[src/source/pe_ctrl_pkg.sv]
/* PE control package
   array and bus sizes, register field positions and shared types */
`default_nettype none

package pe_ctrl_pkg;

  // bus and array sizes
  localparam int DATA_W         = 32;
  localparam int BYTE_W         = 8;
  localparam int PE_ROWS        = 5;
  localparam int PE_COLS        = 5;
  localparam int MAC_PIPE_DEPTH = 2;

  // AXI bursts and buffering
  localparam int BURST_LEN   = 16;
  localparam int BURST_BYTES = BURST_LEN * DATA_W / BYTE_W;
  localparam int FIFO_DEPTH  = 64;
  localparam int PSUM_BURSTS = 3;
  localparam int OUT_BURSTS  = 3;

  // parameter word fields
  localparam int FIELD_W         = 4;
  localparam int R_LSB           = 0;
  localparam int S_LSB           = 4;
  localparam int TILE_LSB        = 12;
  localparam int PARAM_RESET_BIT = 29;
  localparam int PARAM_START_BIT = 30;
  localparam int PARAM_VALID_BIT = 31;

  // memory control bits
  localparam int MEM_CLR_OUT_BIT  = 5;
  localparam int MEM_BUF_PSUM_BIT = 6;
  localparam int MEM_CLR_PSUM_BIT = 7;

  // status word bits
  localparam int STAT_PSUMS_BUFFERED = 0;
  localparam int STAT_OUTPUT_WRITTEN = 1;
  localparam int STAT_PSUM_ERROR     = 16;
  localparam int STAT_OUTPUT_ERROR   = 17;

  typedef struct packed {
    logic [FIELD_W-1:0] tile;
    logic [FIELD_W-1:0] s;
    logic [FIELD_W-1:0] r;
  } acc_cfg_t;

  typedef logic [DATA_W-1:0] psum_t;

endpackage

`default_nettype wire

[src/source/psum_fifo_if.sv]
/* psum FIFO bus
   write, read, clear and flags of one synchronous FIFO */
`timescale 1ns/10ps
`default_nettype none

interface psum_fifo_if import pe_ctrl_pkg::*; (
  input logic rst_n
);

  logic  wr;
  psum_t wr_data;
  logic  full;
  logic  rd;
  psum_t rd_data;
  logic  empty;
  logic  clear;

  modport writer (output wr, output wr_data, output clear, input full);

  modport reader (output rd, input rd_data, input empty);

  // FIFO side
  modport store (
    input  rst_n, input wr, input wr_data, input rd, input clear,
    output full, output rd_data, output empty
  );

endinterface

`default_nettype wire

[src/source/cfg_decoder.sv]
/* cfg_decoder
   splits the parameter word, forms the soft reset and start pulse,
   and registers the MAC array mux settings */
`timescale 1ns/10ps
`default_nettype none

module cfg_decoder import pe_ctrl_pkg::*; (
  input  logic               CLK,
  input  logic               RESETN,
  input  psum_t              acc_params,
  output acc_cfg_t           cfg,
  output logic               rst_n_all,
  output logic               start_pulse,
  output logic [0:PE_COLS-1] add_mux_ctrl [0:PE_ROWS-1],
  output logic [3:0]         row_out_mux_ctrl [0:PE_ROWS-1],
  output logic [2:0]         psum_out_mux_ctrl
);

  logic start_q;

  assign cfg = '{
    tile: acc_params[TILE_LSB +: FIELD_W],
    s:    acc_params[S_LSB +: FIELD_W],
    r:    acc_params[R_LSB +: FIELD_W]
  };

  // soft reset bit holds everything below in reset
  assign rst_n_all = RESETN & ~acc_params[PARAM_RESET_BIT];

  // start rising edge
  always_ff @(posedge CLK) begin
    if (!rst_n_all) begin
      start_q     <= 1'b0;
      start_pulse <= 1'b0;
    end else begin
      start_q     <= acc_params[PARAM_START_BIT];
      start_pulse <= acc_params[PARAM_START_BIT] & ~start_q;
    end
  end

  // mux settings load only with the valid bit, hold otherwise
  always_ff @(posedge CLK) begin
    if (!rst_n_all) begin
      for (int row = 0; row < PE_ROWS; row++) begin
        add_mux_ctrl[row]     <= '0;
        row_out_mux_ctrl[row] <= '0;
      end
      psum_out_mux_ctrl <= '0;
    end else if (acc_params[PARAM_VALID_BIT]) begin
      for (int row = 0; row < PE_ROWS; row++) begin
        // first S columns of the first R rows add
        for (int col = 0; col < PE_COLS; col++) begin
          add_mux_ctrl[row][col] <= (col < int'(cfg.s)) && (row < int'(cfg.r));
        end
        row_out_mux_ctrl[row] <= cfg.tile - 4'd1;
      end
      // last active row feeds the psum output
      psum_out_mux_ctrl <= 3'(cfg.r - 4'd1);
    end
  end

endmodule

`default_nettype wire

[src/source/mac_sequencer.sv]
/* mac_sequencer
   steps the MAC array through pipe fill and tile x R counts on valid
   activations, then captures the array's output psums */
`timescale 1ns/10ps
`default_nettype none

module mac_sequencer import pe_ctrl_pkg::*; (
  input  logic        CLK,
  input  logic        rst_n,
  input  acc_cfg_t    cfg,
  input  logic        start_pulse,
  input  logic        in_act_valid,
  input  psum_t       out_psum_in,
  input  psum_t       mem_ctrl,
  output logic        stall_ctrl,
  output logic        out_ready,
  psum_fifo_if.reader psum_q,
  psum_fifo_if.writer out_q
);

  typedef enum logic [1:0] {
    SEQ_IDLE,
    SEQ_RUN,
    SEQ_CAPTURE
  } seq_state_t;

  seq_state_t state;
  logic [$clog2(MAC_PIPE_DEPTH+1)-1:0] pipe_cnt;
  logic [FIELD_W-1:0]   col_cnt;
  logic [FIELD_W-1:0]   row_cnt;
  logic [2*FIELD_W-1:0] cap_cnt;
  logic [2*FIELD_W-1:0] cap_limit;
  logic                 clr_q;

  assign cap_limit = (2*FIELD_W)'(cfg.tile) * (2*FIELD_W)'(cfg.r);

  // array never stalls once outputs are being captured
  assign stall_ctrl = ~in_act_valid & (state != SEQ_CAPTURE);

  // psums stream into the array with each valid activation
  assign psum_q.rd = in_act_valid & ~psum_q.empty;

  assign out_q.wr      = (state == SEQ_CAPTURE);
  assign out_q.wr_data = out_psum_in;
  assign out_q.clear   = mem_ctrl[MEM_CLR_OUT_BIT] & ~clr_q;

  always_ff @(posedge CLK) begin
    if (!rst_n) begin
      state     <= SEQ_IDLE;
      pipe_cnt  <= '0;
      col_cnt   <= '0;
      row_cnt   <= '0;
      cap_cnt   <= '0;
      out_ready <= 1'b0;
      clr_q     <= 1'b0;
    end else begin
      clr_q     <= mem_ctrl[MEM_CLR_OUT_BIT];
      out_ready <= 1'b0;
      case (state)
        SEQ_IDLE: begin
          if (start_pulse) begin
            pipe_cnt <= '0;
            col_cnt  <= '0;
            row_cnt  <= '0;
            cap_cnt  <= '0;
            state    <= SEQ_RUN;
          end
        end
        SEQ_RUN: begin
          // counters hold while activations are invalid
          if (in_act_valid) begin
            if (pipe_cnt < MAC_PIPE_DEPTH) begin
              pipe_cnt <= pipe_cnt + 1'b1;
            end else if (col_cnt < cfg.tile - 4'd1) begin
              col_cnt <= col_cnt + 1'b1;
            end else begin
              col_cnt <= '0;
              if (row_cnt < cfg.r - 4'd1) begin
                row_cnt <= row_cnt + 1'b1;
              end else begin
                row_cnt <= '0;
                state   <= SEQ_CAPTURE;
              end
            end
          end
        end
        SEQ_CAPTURE: begin
          if (cap_cnt == cap_limit - 1'b1) begin
            cap_cnt   <= '0;
            out_ready <= 1'b1;
            state     <= SEQ_IDLE;
          end else begin
            cap_cnt <= cap_cnt + 1'b1;
          end
        end
        default: state <= SEQ_IDLE;
      endcase
    end
  end

endmodule

`default_nettype wire

[src/source/output_writer.sv]
/* output_writer
   drains the output FIFO to memory in write bursts through the AXI
   master engine and keeps the output status flags */
`timescale 1ns/10ps
`default_nettype none

module output_writer import pe_ctrl_pkg::*; (
  input  logic        CLK,
  input  logic        rst_n,
  input  logic        out_ready,
  input  psum_t       output_base_addr,
  input  logic        m_axi_wvalid_wready,
  input  logic        txn_done,
  input  logic        axi_error,
  output logic        init_axi_wr_txn,
  output psum_t       m_target_aw_addr,
  output psum_t       m_axi_wdata,
  output logic        output_written,
  output logic        output_write_error,
  psum_fifo_if.reader out_q
);

  typedef enum logic [1:0] {
    WR_IDLE,
    WR_ISSUE,
    WR_WAIT,
    WR_FINISH
  } wr_state_t;

  wr_state_t state;
  logic [$clog2(OUT_BURSTS+1)-1:0] burst_idx;

  // engine reads the FIFO head directly
  assign m_axi_wdata = out_q.rd_data;

  // pop on every accepted beat of a burst
  assign out_q.rd = (state == WR_WAIT) && m_axi_wvalid_wready && !out_q.empty;

  always_ff @(posedge CLK) begin
    if (!rst_n) begin
      state              <= WR_IDLE;
      burst_idx          <= '0;
      init_axi_wr_txn    <= 1'b0;
      m_target_aw_addr   <= '0;
      output_written     <= 1'b0;
      output_write_error <= 1'b0;
    end else begin
      init_axi_wr_txn <= 1'b0;
      case (state)
        WR_IDLE: begin
          if (out_ready) begin
            output_written     <= 1'b0;
            output_write_error <= 1'b0;
            burst_idx          <= '0;
            state              <= WR_ISSUE;
          end
        end
        WR_ISSUE: begin
          init_axi_wr_txn  <= 1'b1;
          m_target_aw_addr <= output_base_addr + psum_t'(burst_idx * BURST_BYTES);
          state            <= WR_WAIT;
        end
        WR_WAIT: begin
          if (txn_done) begin
            if (axi_error) begin
              output_write_error <= 1'b1;
            end
            if (burst_idx == OUT_BURSTS - 1) begin
              output_written <= 1'b1;
            end
            burst_idx <= burst_idx + 1'b1;
            state     <= WR_FINISH;
          end
        end
        WR_FINISH: begin
          // one idle cycle between bursts
          state <= (burst_idx == OUT_BURSTS) ? WR_IDLE : WR_ISSUE;
        end
        default: state <= WR_IDLE;
      endcase
    end
  end

endmodule

`default_nettype wire

[src/source/pe_ctrl_top.sv]
/* PE control unit top
   decoder, psum fetch, MAC sequencer, output writer and their two FIFOs */
`timescale 1ns/10ps
`default_nettype none

module pe_ctrl_top import pe_ctrl_pkg::*; (
  input  logic               CLK,
  input  logic               RESETN,
  input  psum_t              acc_params,
  input  psum_t              mem_ctrl,
  input  psum_t              psum_base_addr,
  input  psum_t              output_base_addr,
  output psum_t              pe_status,
  // MAC array side
  input  logic               in_act_valid,
  input  psum_t              out_psum_in,
  output logic               resetn_mac_ctrl,
  output logic               stall_ctrl,
  output logic [0:PE_COLS-1] add_mux_ctrl [0:PE_ROWS-1],
  output logic [3:0]         row_out_mux_ctrl [0:PE_ROWS-1],
  output logic [2:0]         psum_out_mux_ctrl,
  output psum_t              in_psum_out,
  // AXI master engine
  input  psum_t              m_axi_rdata,
  input  logic               m_axi_rvalid_rready,
  input  logic               m_axi_wvalid_wready,
  input  logic               txn_done,
  input  logic               axi_error,
  output psum_t              m_axi_wdata,
  output logic               init_axi_rd_txn,
  output logic               init_axi_wr_txn,
  output psum_t              m_target_ar_addr,
  output psum_t              m_target_aw_addr
);

  acc_cfg_t cfg;
  logic     rst_n_all;
  logic     start_pulse;
  logic     out_ready;
  logic     psums_buffered;
  logic     psum_buffer_error;
  logic     output_written;
  logic     output_write_error;

  psum_fifo_if psum_q (.rst_n(rst_n_all));
  psum_fifo_if out_q  (.rst_n(rst_n_all));

  assign resetn_mac_ctrl = rst_n_all;
  assign in_psum_out     = psum_q.rd_data;

  assign pe_status = (psum_t'(psums_buffered)     << STAT_PSUMS_BUFFERED)
                   | (psum_t'(output_written)     << STAT_OUTPUT_WRITTEN)
                   | (psum_t'(psum_buffer_error)  << STAT_PSUM_ERROR)
                   | (psum_t'(output_write_error) << STAT_OUTPUT_ERROR);

  cfg_decoder cfg_decoder_i (
    .CLK               (CLK),
    .RESETN            (RESETN),
    .acc_params        (acc_params),
    .cfg               (cfg),
    .rst_n_all         (rst_n_all),
    .start_pulse       (start_pulse),
    .add_mux_ctrl      (add_mux_ctrl),
    .row_out_mux_ctrl  (row_out_mux_ctrl),
    .psum_out_mux_ctrl (psum_out_mux_ctrl)
  );

  psum_fetch psum_fetch_i (
    .CLK                 (CLK),
    .rst_n               (rst_n_all),
    .mem_ctrl            (mem_ctrl),
    .psum_base_addr      (psum_base_addr),
    .m_axi_rdata         (m_axi_rdata),
    .m_axi_rvalid_rready (m_axi_rvalid_rready),
    .txn_done            (txn_done),
    .axi_error           (axi_error),
    .init_axi_rd_txn     (init_axi_rd_txn),
    .m_target_ar_addr    (m_target_ar_addr),
    .psums_buffered      (psums_buffered),
    .psum_buffer_error   (psum_buffer_error),
    .psum_q              (psum_q)
  );

  mac_sequencer mac_sequencer_i (
    .CLK          (CLK),
    .rst_n        (rst_n_all),
    .cfg          (cfg),
    .start_pulse  (start_pulse),
    .in_act_valid (in_act_valid),
    .out_psum_in  (out_psum_in),
    .mem_ctrl     (mem_ctrl),
    .stall_ctrl   (stall_ctrl),
    .out_ready    (out_ready),
    .psum_q       (psum_q),
    .out_q        (out_q)
  );

  output_writer output_writer_i (
    .CLK                 (CLK),
    .rst_n               (rst_n_all),
    .out_ready           (out_ready),
    .output_base_addr    (output_base_addr),
    .m_axi_wvalid_wready (m_axi_wvalid_wready),
    .txn_done            (txn_done),
    .axi_error           (axi_error),
    .init_axi_wr_txn     (init_axi_wr_txn),
    .m_target_aw_addr    (m_target_aw_addr),
    .m_axi_wdata         (m_axi_wdata),
    .output_written      (output_written),
    .output_write_error  (output_write_error),
    .out_q               (out_q)
  );

  sync_fifo #(.DEPTH(FIFO_DEPTH)) psum_fifo_i (
    .CLK (CLK),
    .q   (psum_q)
  );

  sync_fifo #(.DEPTH(FIFO_DEPTH)) out_fifo_i (
    .CLK (CLK),
    .q   (out_q)
  );

endmodule

`default_nettype wire

[src/source/psum_fetch.sv]
/* psum_fetch
   issues the psum read bursts through the AXI master engine and fills
   the psum FIFO, keeping the buffered and error flags */
`timescale 1ns/10ps
`default_nettype none

module psum_fetch import pe_ctrl_pkg::*; (
  input  logic        CLK,
  input  logic        rst_n,
  input  psum_t       mem_ctrl,
  input  psum_t       psum_base_addr,
  input  psum_t       m_axi_rdata,
  input  logic        m_axi_rvalid_rready,
  input  logic        txn_done,
  input  logic        axi_error,
  output logic        init_axi_rd_txn,
  output psum_t       m_target_ar_addr,
  output logic        psums_buffered,
  output logic        psum_buffer_error,
  psum_fifo_if.writer psum_q
);

  typedef enum logic [1:0] {
    RD_IDLE,
    RD_ISSUE,
    RD_WAIT,
    RD_FINISH
  } rd_state_t;

  rd_state_t state;
  logic [$clog2(PSUM_BURSTS+1)-1:0] burst_idx;
  logic buf_q;
  logic clr_q;
  logic buf_rise;

  assign buf_rise     = mem_ctrl[MEM_BUF_PSUM_BIT] & ~buf_q;
  assign psum_q.clear = mem_ctrl[MEM_CLR_PSUM_BIT] & ~clr_q;

  always_ff @(posedge CLK) begin
    if (!rst_n) begin
      state             <= RD_IDLE;
      burst_idx         <= '0;
      buf_q             <= 1'b0;
      clr_q             <= 1'b0;
      init_axi_rd_txn   <= 1'b0;
      m_target_ar_addr  <= '0;
      psums_buffered    <= 1'b0;
      psum_buffer_error <= 1'b0;
    end else begin
      buf_q           <= mem_ctrl[MEM_BUF_PSUM_BIT];
      clr_q           <= mem_ctrl[MEM_CLR_PSUM_BIT];
      init_axi_rd_txn <= 1'b0;
      case (state)
        RD_IDLE: begin
          if (buf_rise) begin
            psums_buffered    <= 1'b0;
            psum_buffer_error <= 1'b0;
            burst_idx         <= '0;
            state             <= RD_ISSUE;
          end
        end
        RD_ISSUE: begin
          init_axi_rd_txn  <= 1'b1;
          m_target_ar_addr <= psum_base_addr + psum_t'(burst_idx * BURST_BYTES);
          state            <= RD_WAIT;
        end
        RD_WAIT: begin
          // engine may stall indefinitely before txn_done
          if (txn_done) begin
            if (axi_error) begin
              psum_buffer_error <= 1'b1;
            end
            if (burst_idx == PSUM_BURSTS - 1) begin
              psums_buffered <= 1'b1;
            end
            burst_idx <= burst_idx + 1'b1;
            state     <= RD_FINISH;
          end
        end
        RD_FINISH: begin
          state <= (burst_idx == PSUM_BURSTS) ? RD_IDLE : RD_ISSUE;
        end
        default: state <= RD_IDLE;
      endcase
      // overflow should never happen with 48 words in a 64 deep FIFO
      if (psum_q.wr && psum_q.full) begin
        psum_buffer_error <= 1'b1;
      end
    end
  end

  // read beats land in the FIFO one cycle later
  always_ff @(posedge CLK) begin
    if (!rst_n) begin
      psum_q.wr <= 1'b0;
    end else begin
      psum_q.wr <= (state == RD_WAIT) && m_axi_rvalid_rready;
    end
  end

  always_ff @(posedge CLK) begin
    psum_q.wr_data <= m_axi_rdata;
  end

endmodule

`default_nettype wire

[src/source/sync_fifo.sv]
/* sync_fifo
   first-word-fall-through circular buffer with count, flags and clear */
`timescale 1ns/10ps
`default_nettype none

module sync_fifo import pe_ctrl_pkg::*; #(
  parameter int DEPTH = FIFO_DEPTH
) (
  input logic         CLK,
  psum_fifo_if.store  q
);

  localparam int AW = $clog2(DEPTH);

  psum_t         mem [DEPTH];
  logic [AW-1:0] wr_ptr;
  logic [AW-1:0] rd_ptr;
  logic [AW:0]   count;
  logic          push;
  logic          pop;

  // writes to a full FIFO are dropped
  assign push = q.wr && !q.full;
  assign pop  = q.rd && !q.empty;

  always_ff @(posedge CLK) begin
    if (!q.rst_n || q.clear) begin
      wr_ptr <= '0;
      rd_ptr <= '0;
      count  <= '0;
    end else begin
      if (push) begin
        wr_ptr <= wr_ptr + 1'b1;
      end
      if (pop) begin
        rd_ptr <= rd_ptr + 1'b1;
      end
      if (push && !pop) begin
        count <= count + 1'b1;
      end else if (pop && !push) begin
        count <= count - 1'b1;
      end
    end
  end

  always_ff @(posedge CLK) begin
    if (push) begin
      mem[wr_ptr] <= q.wr_data;
    end
  end

  // head word always visible
  assign q.rd_data = mem[rd_ptr];
  assign q.full    = (count == (AW+1)'(DEPTH));
  assign q.empty   = (count == '0);

endmodule

`default_nettype wire
[config.mk]
export PLATFORM = sky130hd
export DESIGN_NAME = pe_ctrl_top
export DESIGN_NICKNAME = d
export VERILOG_FILES = /design/src/source/pe_ctrl_pkg.sv /design/src/source/psum_fifo_if.sv /design/src/source/cfg_decoder.sv /design/src/source/mac_sequencer.sv /design/src/source/output_writer.sv /design/src/source/pe_ctrl_top.sv /design/src/source/psum_fetch.sv /design/src/source/sync_fifo.sv
export SDC_FILE = /design/constraint.sdc
export NUM_CORES = 2
export LEC_CHECK = 0
export ABC_CLOCK_PERIOD_IN_PS = 6700
export BUFFER_PORTS_ARGS = -buffer_cell sky130_fd_sc_hd__clkbuf_2
export CORE_MARGIN = 8
export CORE_UTILIZATION = 55
export DETAILED_ROUTE_END_ITERATION = 8
export GPL_ROUTABILITY_DRIVEN = 0
export PLACE_DENSITY_LB_ADDON = 0.1
export SLEW_MARGIN = 10
export SYNTH_ARGS = -nofsm -noshare
export SYNTH_HDL_FRONTEND = slang
export SYNTH_HIERARCHICAL = 1
export SYNTH_SLANG_ARGS = --single-unit
[constraint.sdc]
create_clock -name CLK -period 6.7 [get_ports CLK]
set_input_delay 0 -clock CLK [delete_from_list [all_inputs] [get_ports CLK]]
set_output_delay 0 -clock CLK [all_outputs]
set_load 0.02 [all_outputs]
==> results_dict.tcl <==
set metrics [dict create \
    die_x_um 567 \
    grt_max_degree 114 \
    grt.overflow.total 0 \
    max_slew_margin_pct 15.8 \
    routedWlPerCell_um 32.6 \
    finalPower_w 0.0542 \
    fmax_mhz 193 \
    hold_class "primary input to flip-flop" \
    die_y_um 567 \
    min_period_over_period_pct 77.3 \
    timing_worst_setup_path_type "flip-flop to output port" \
    drtIter0Drc 9112 \
    placement.io_buffers 336 \
    placed_area_um2 174000 \
    crit_path_top_delay_cell "dfxtp_4" \
    min_period_ps 5180 \
    critPathMaxFanout 33 \
    dp_hpwl_um 235000 \
    vias 83900 \
    cp-end-kind "output port" \
    num_rows 202 \
    worstMarginPinSlew_ps 1260 \
    cts_tree "built" \
    yosys_warnings 6 \
    path_clk_slew_ps 60 \
    hold_viol 0 \
    drv_cap 0 \
    fin_area_um2 191000 \
    synthesis.area_um2 167000 \
    worst_slack_ps 1520 \
    drive_gt1_share_pct 27.0 \
    coreArea_um2 303000 \
    cellPowerDensity_nw_per_um2 283 \
    fin_skew_ps 42.6 \
    slew_viol_final 0 \
    crit_path_cell_trace "buf_4, mux4_2, o221ai_1, a21oi_1, nor2_1, a221oi_1, clkbuf_2" \
    cpPeakStageDelay_ps 980 \
    route.detailed.drc 0 \
    drt-total-wl_um 425000 \
    cts_sinks 4315 \
    h-tree-depth 5 \
    ioPinCount 411 \
    syn_inst 7842 \
    cp.arrival_ps 5180 \
    status "finished clean" \
    cts-resized-gates 0 \
    grtUsageTotal_pct 26.0 \
    area_delta_synth_final_pct 14.7 \
    layout.nets 8989 \
    numCtsBuffers 431 \
    utilization_pct 63.3 \
    p_leak_nw 59.2 \
    cp.required_ps 6700 \
    ir_drop_mv 0.260 \
    die-area_um2 321000 \
    rsz0062_at_grt "false" \
    initial_utilization_pct 55.2 \
    setup_viol 0 \
    drt_pre_antenna_iters 5 \
    routed_via_density 6.42 \
    avgSynthCellArea_um2 21.3 \
    tns_ps 0 \
    clk_latency_ps 950 \
    cp_num_buf_inv 2 \
    clock_path_buffers 4 \
    grt_pass1_vias 85900 \
    cts-root-buf "clkbuf_16" \
    grt_pass1_wl_um 610000 \
    cp_top_family "compound AO/OA/AOI/OAI gates" \
    pre_cts_ws_ps 2000 \
    antenna_found_initial 16 \
    ant_nets 0 \
    start_kind "flip-flop" \
]
[registers in the layout (all words and copies together) (netlist names), 3 cells and up, named ones only]
register / flops
psum_fifo_i/rd_ptr: 6
psum_fifo_i/count: 7
out_fifo_i/count: 7
out_fifo_i/rd_ptr: 6
mac_sequencer_i/cap_cnt: 8
psum_fetch_i/psum_q.wr_data: 32
psum_fifo_i/mem: 2048
out_fifo_i/wr_ptr: 6
cfg_decoder_i/add_mux_ctrl: 25
mac_sequencer_i/row_cnt: 4
psum_fetch_i/m_target_ar_addr: 32
out_fifo_i/mem: 2048
cfg_decoder_i/row_out_mux_ctrl: 4
psum_fifo_i/wr_ptr: 6
output_writer_i/m_target_aw_addr: 32
cfg_decoder_i/psum_out_mux_ctrl: 3
mac_sequencer_i/col_cnt: 4
[layout make-up]
| cell class | instances | area (um2) |
|---|---|---|
| diodes | 7 | 17.5 |
| clock buffers | 548 | 11500 |
| clock inverters | 247 | 2380 |
| fillers | 20500 | 111000 |
| inverters | 56 | 210 |
| multi-input cells | 2958 | 37400 |
| flip-flops and latches | 4315 | 127000 |
| well taps | 3978 | 4980 |
| repair buffers | 952 | 7500 |
[worst reg2reg max path, stage by stage, from the launching register on]
cell and delay, ps:
dfxtp_1 450, inv_1 130, nor2_1 420, inv_1 320
nor3_1 770, nand2_1 880, nor2_4 1070, buf_4 380
[power breakdown]
part	switching, W	internal [W]	total (W)
registers	0.000166	0.0295	0.0297
logic	0.000527	0.000276	0.000803
clock network	0.0100	0.0137	0.0237
total	0.0107	0.0435	0.0542
[final timing paths]
kind | depth (start not counted) | start | slack (ps) | to
setup / recovery | 7 | flip-flop | 1520 | m_axi_wdata[14]
hold / removal | 5 | axi_error | 80 | output_writer_i/output_write_error$_SDFFE_PN0P_
hold reg to reg | 1 | cfg_decoder_i/start_q$_SDFF_PN0_ | 390 | cfg_decoder_i/start_pulse$_SDFF_PN0_
setup reg to reg | 7 | mac_sequencer_i/state[1]$_SDFFE_PN0P_ | 1960 | out_fifo_i/mem[25][21]$_DFFE_PP_
[per-stage QoR]
stage                     cells  hold slack, ps
final                     13100            83.9
after global routing      13100             102
after CTS                 13100            9.21
after detailed placement  11900             104
after global placement    11900             104
after floorplan            7869            27.7
[what timing repair did]
item | 4_1_cts | 5_1_grt
buffers inserted | 0 | 0
hold endpoints to repair | 2053 | 128
hold buffers | 352 | 2
setup endpoints to repair | 0 | 0
[layer usage]
metal | wire length [um] | GRT usage [%]
met1 | 166000 | 35.2
met2 | 217000 | 44.7
met3 | 27500 | 3.06
met4 | 14900 | 8.46
met5 | 27 | 0
[cell usage in the layout (no fill, tap or decap), types with 65 or more instances in the layout]
master	n
nand2_1	113
clkbuf_16	438
mux2i_1	216
clkinv_2	76
dlygate4sd3_1	354
ha_1	65
clkinv_1	104
o221ai_1	86
a21oi_1	193
nor2_1	146
o21ai_0	92
o22ai_1	76
mux4_2	1023
clkbuf_1	94
dfxtp_1	177
nor2_4	132
edfxtp_1	4096
buf_4	237
a221oi_1	114
clkbuf_2	333
a22o_1	70
Note: power is estimated with default switching activity, not from simulation.
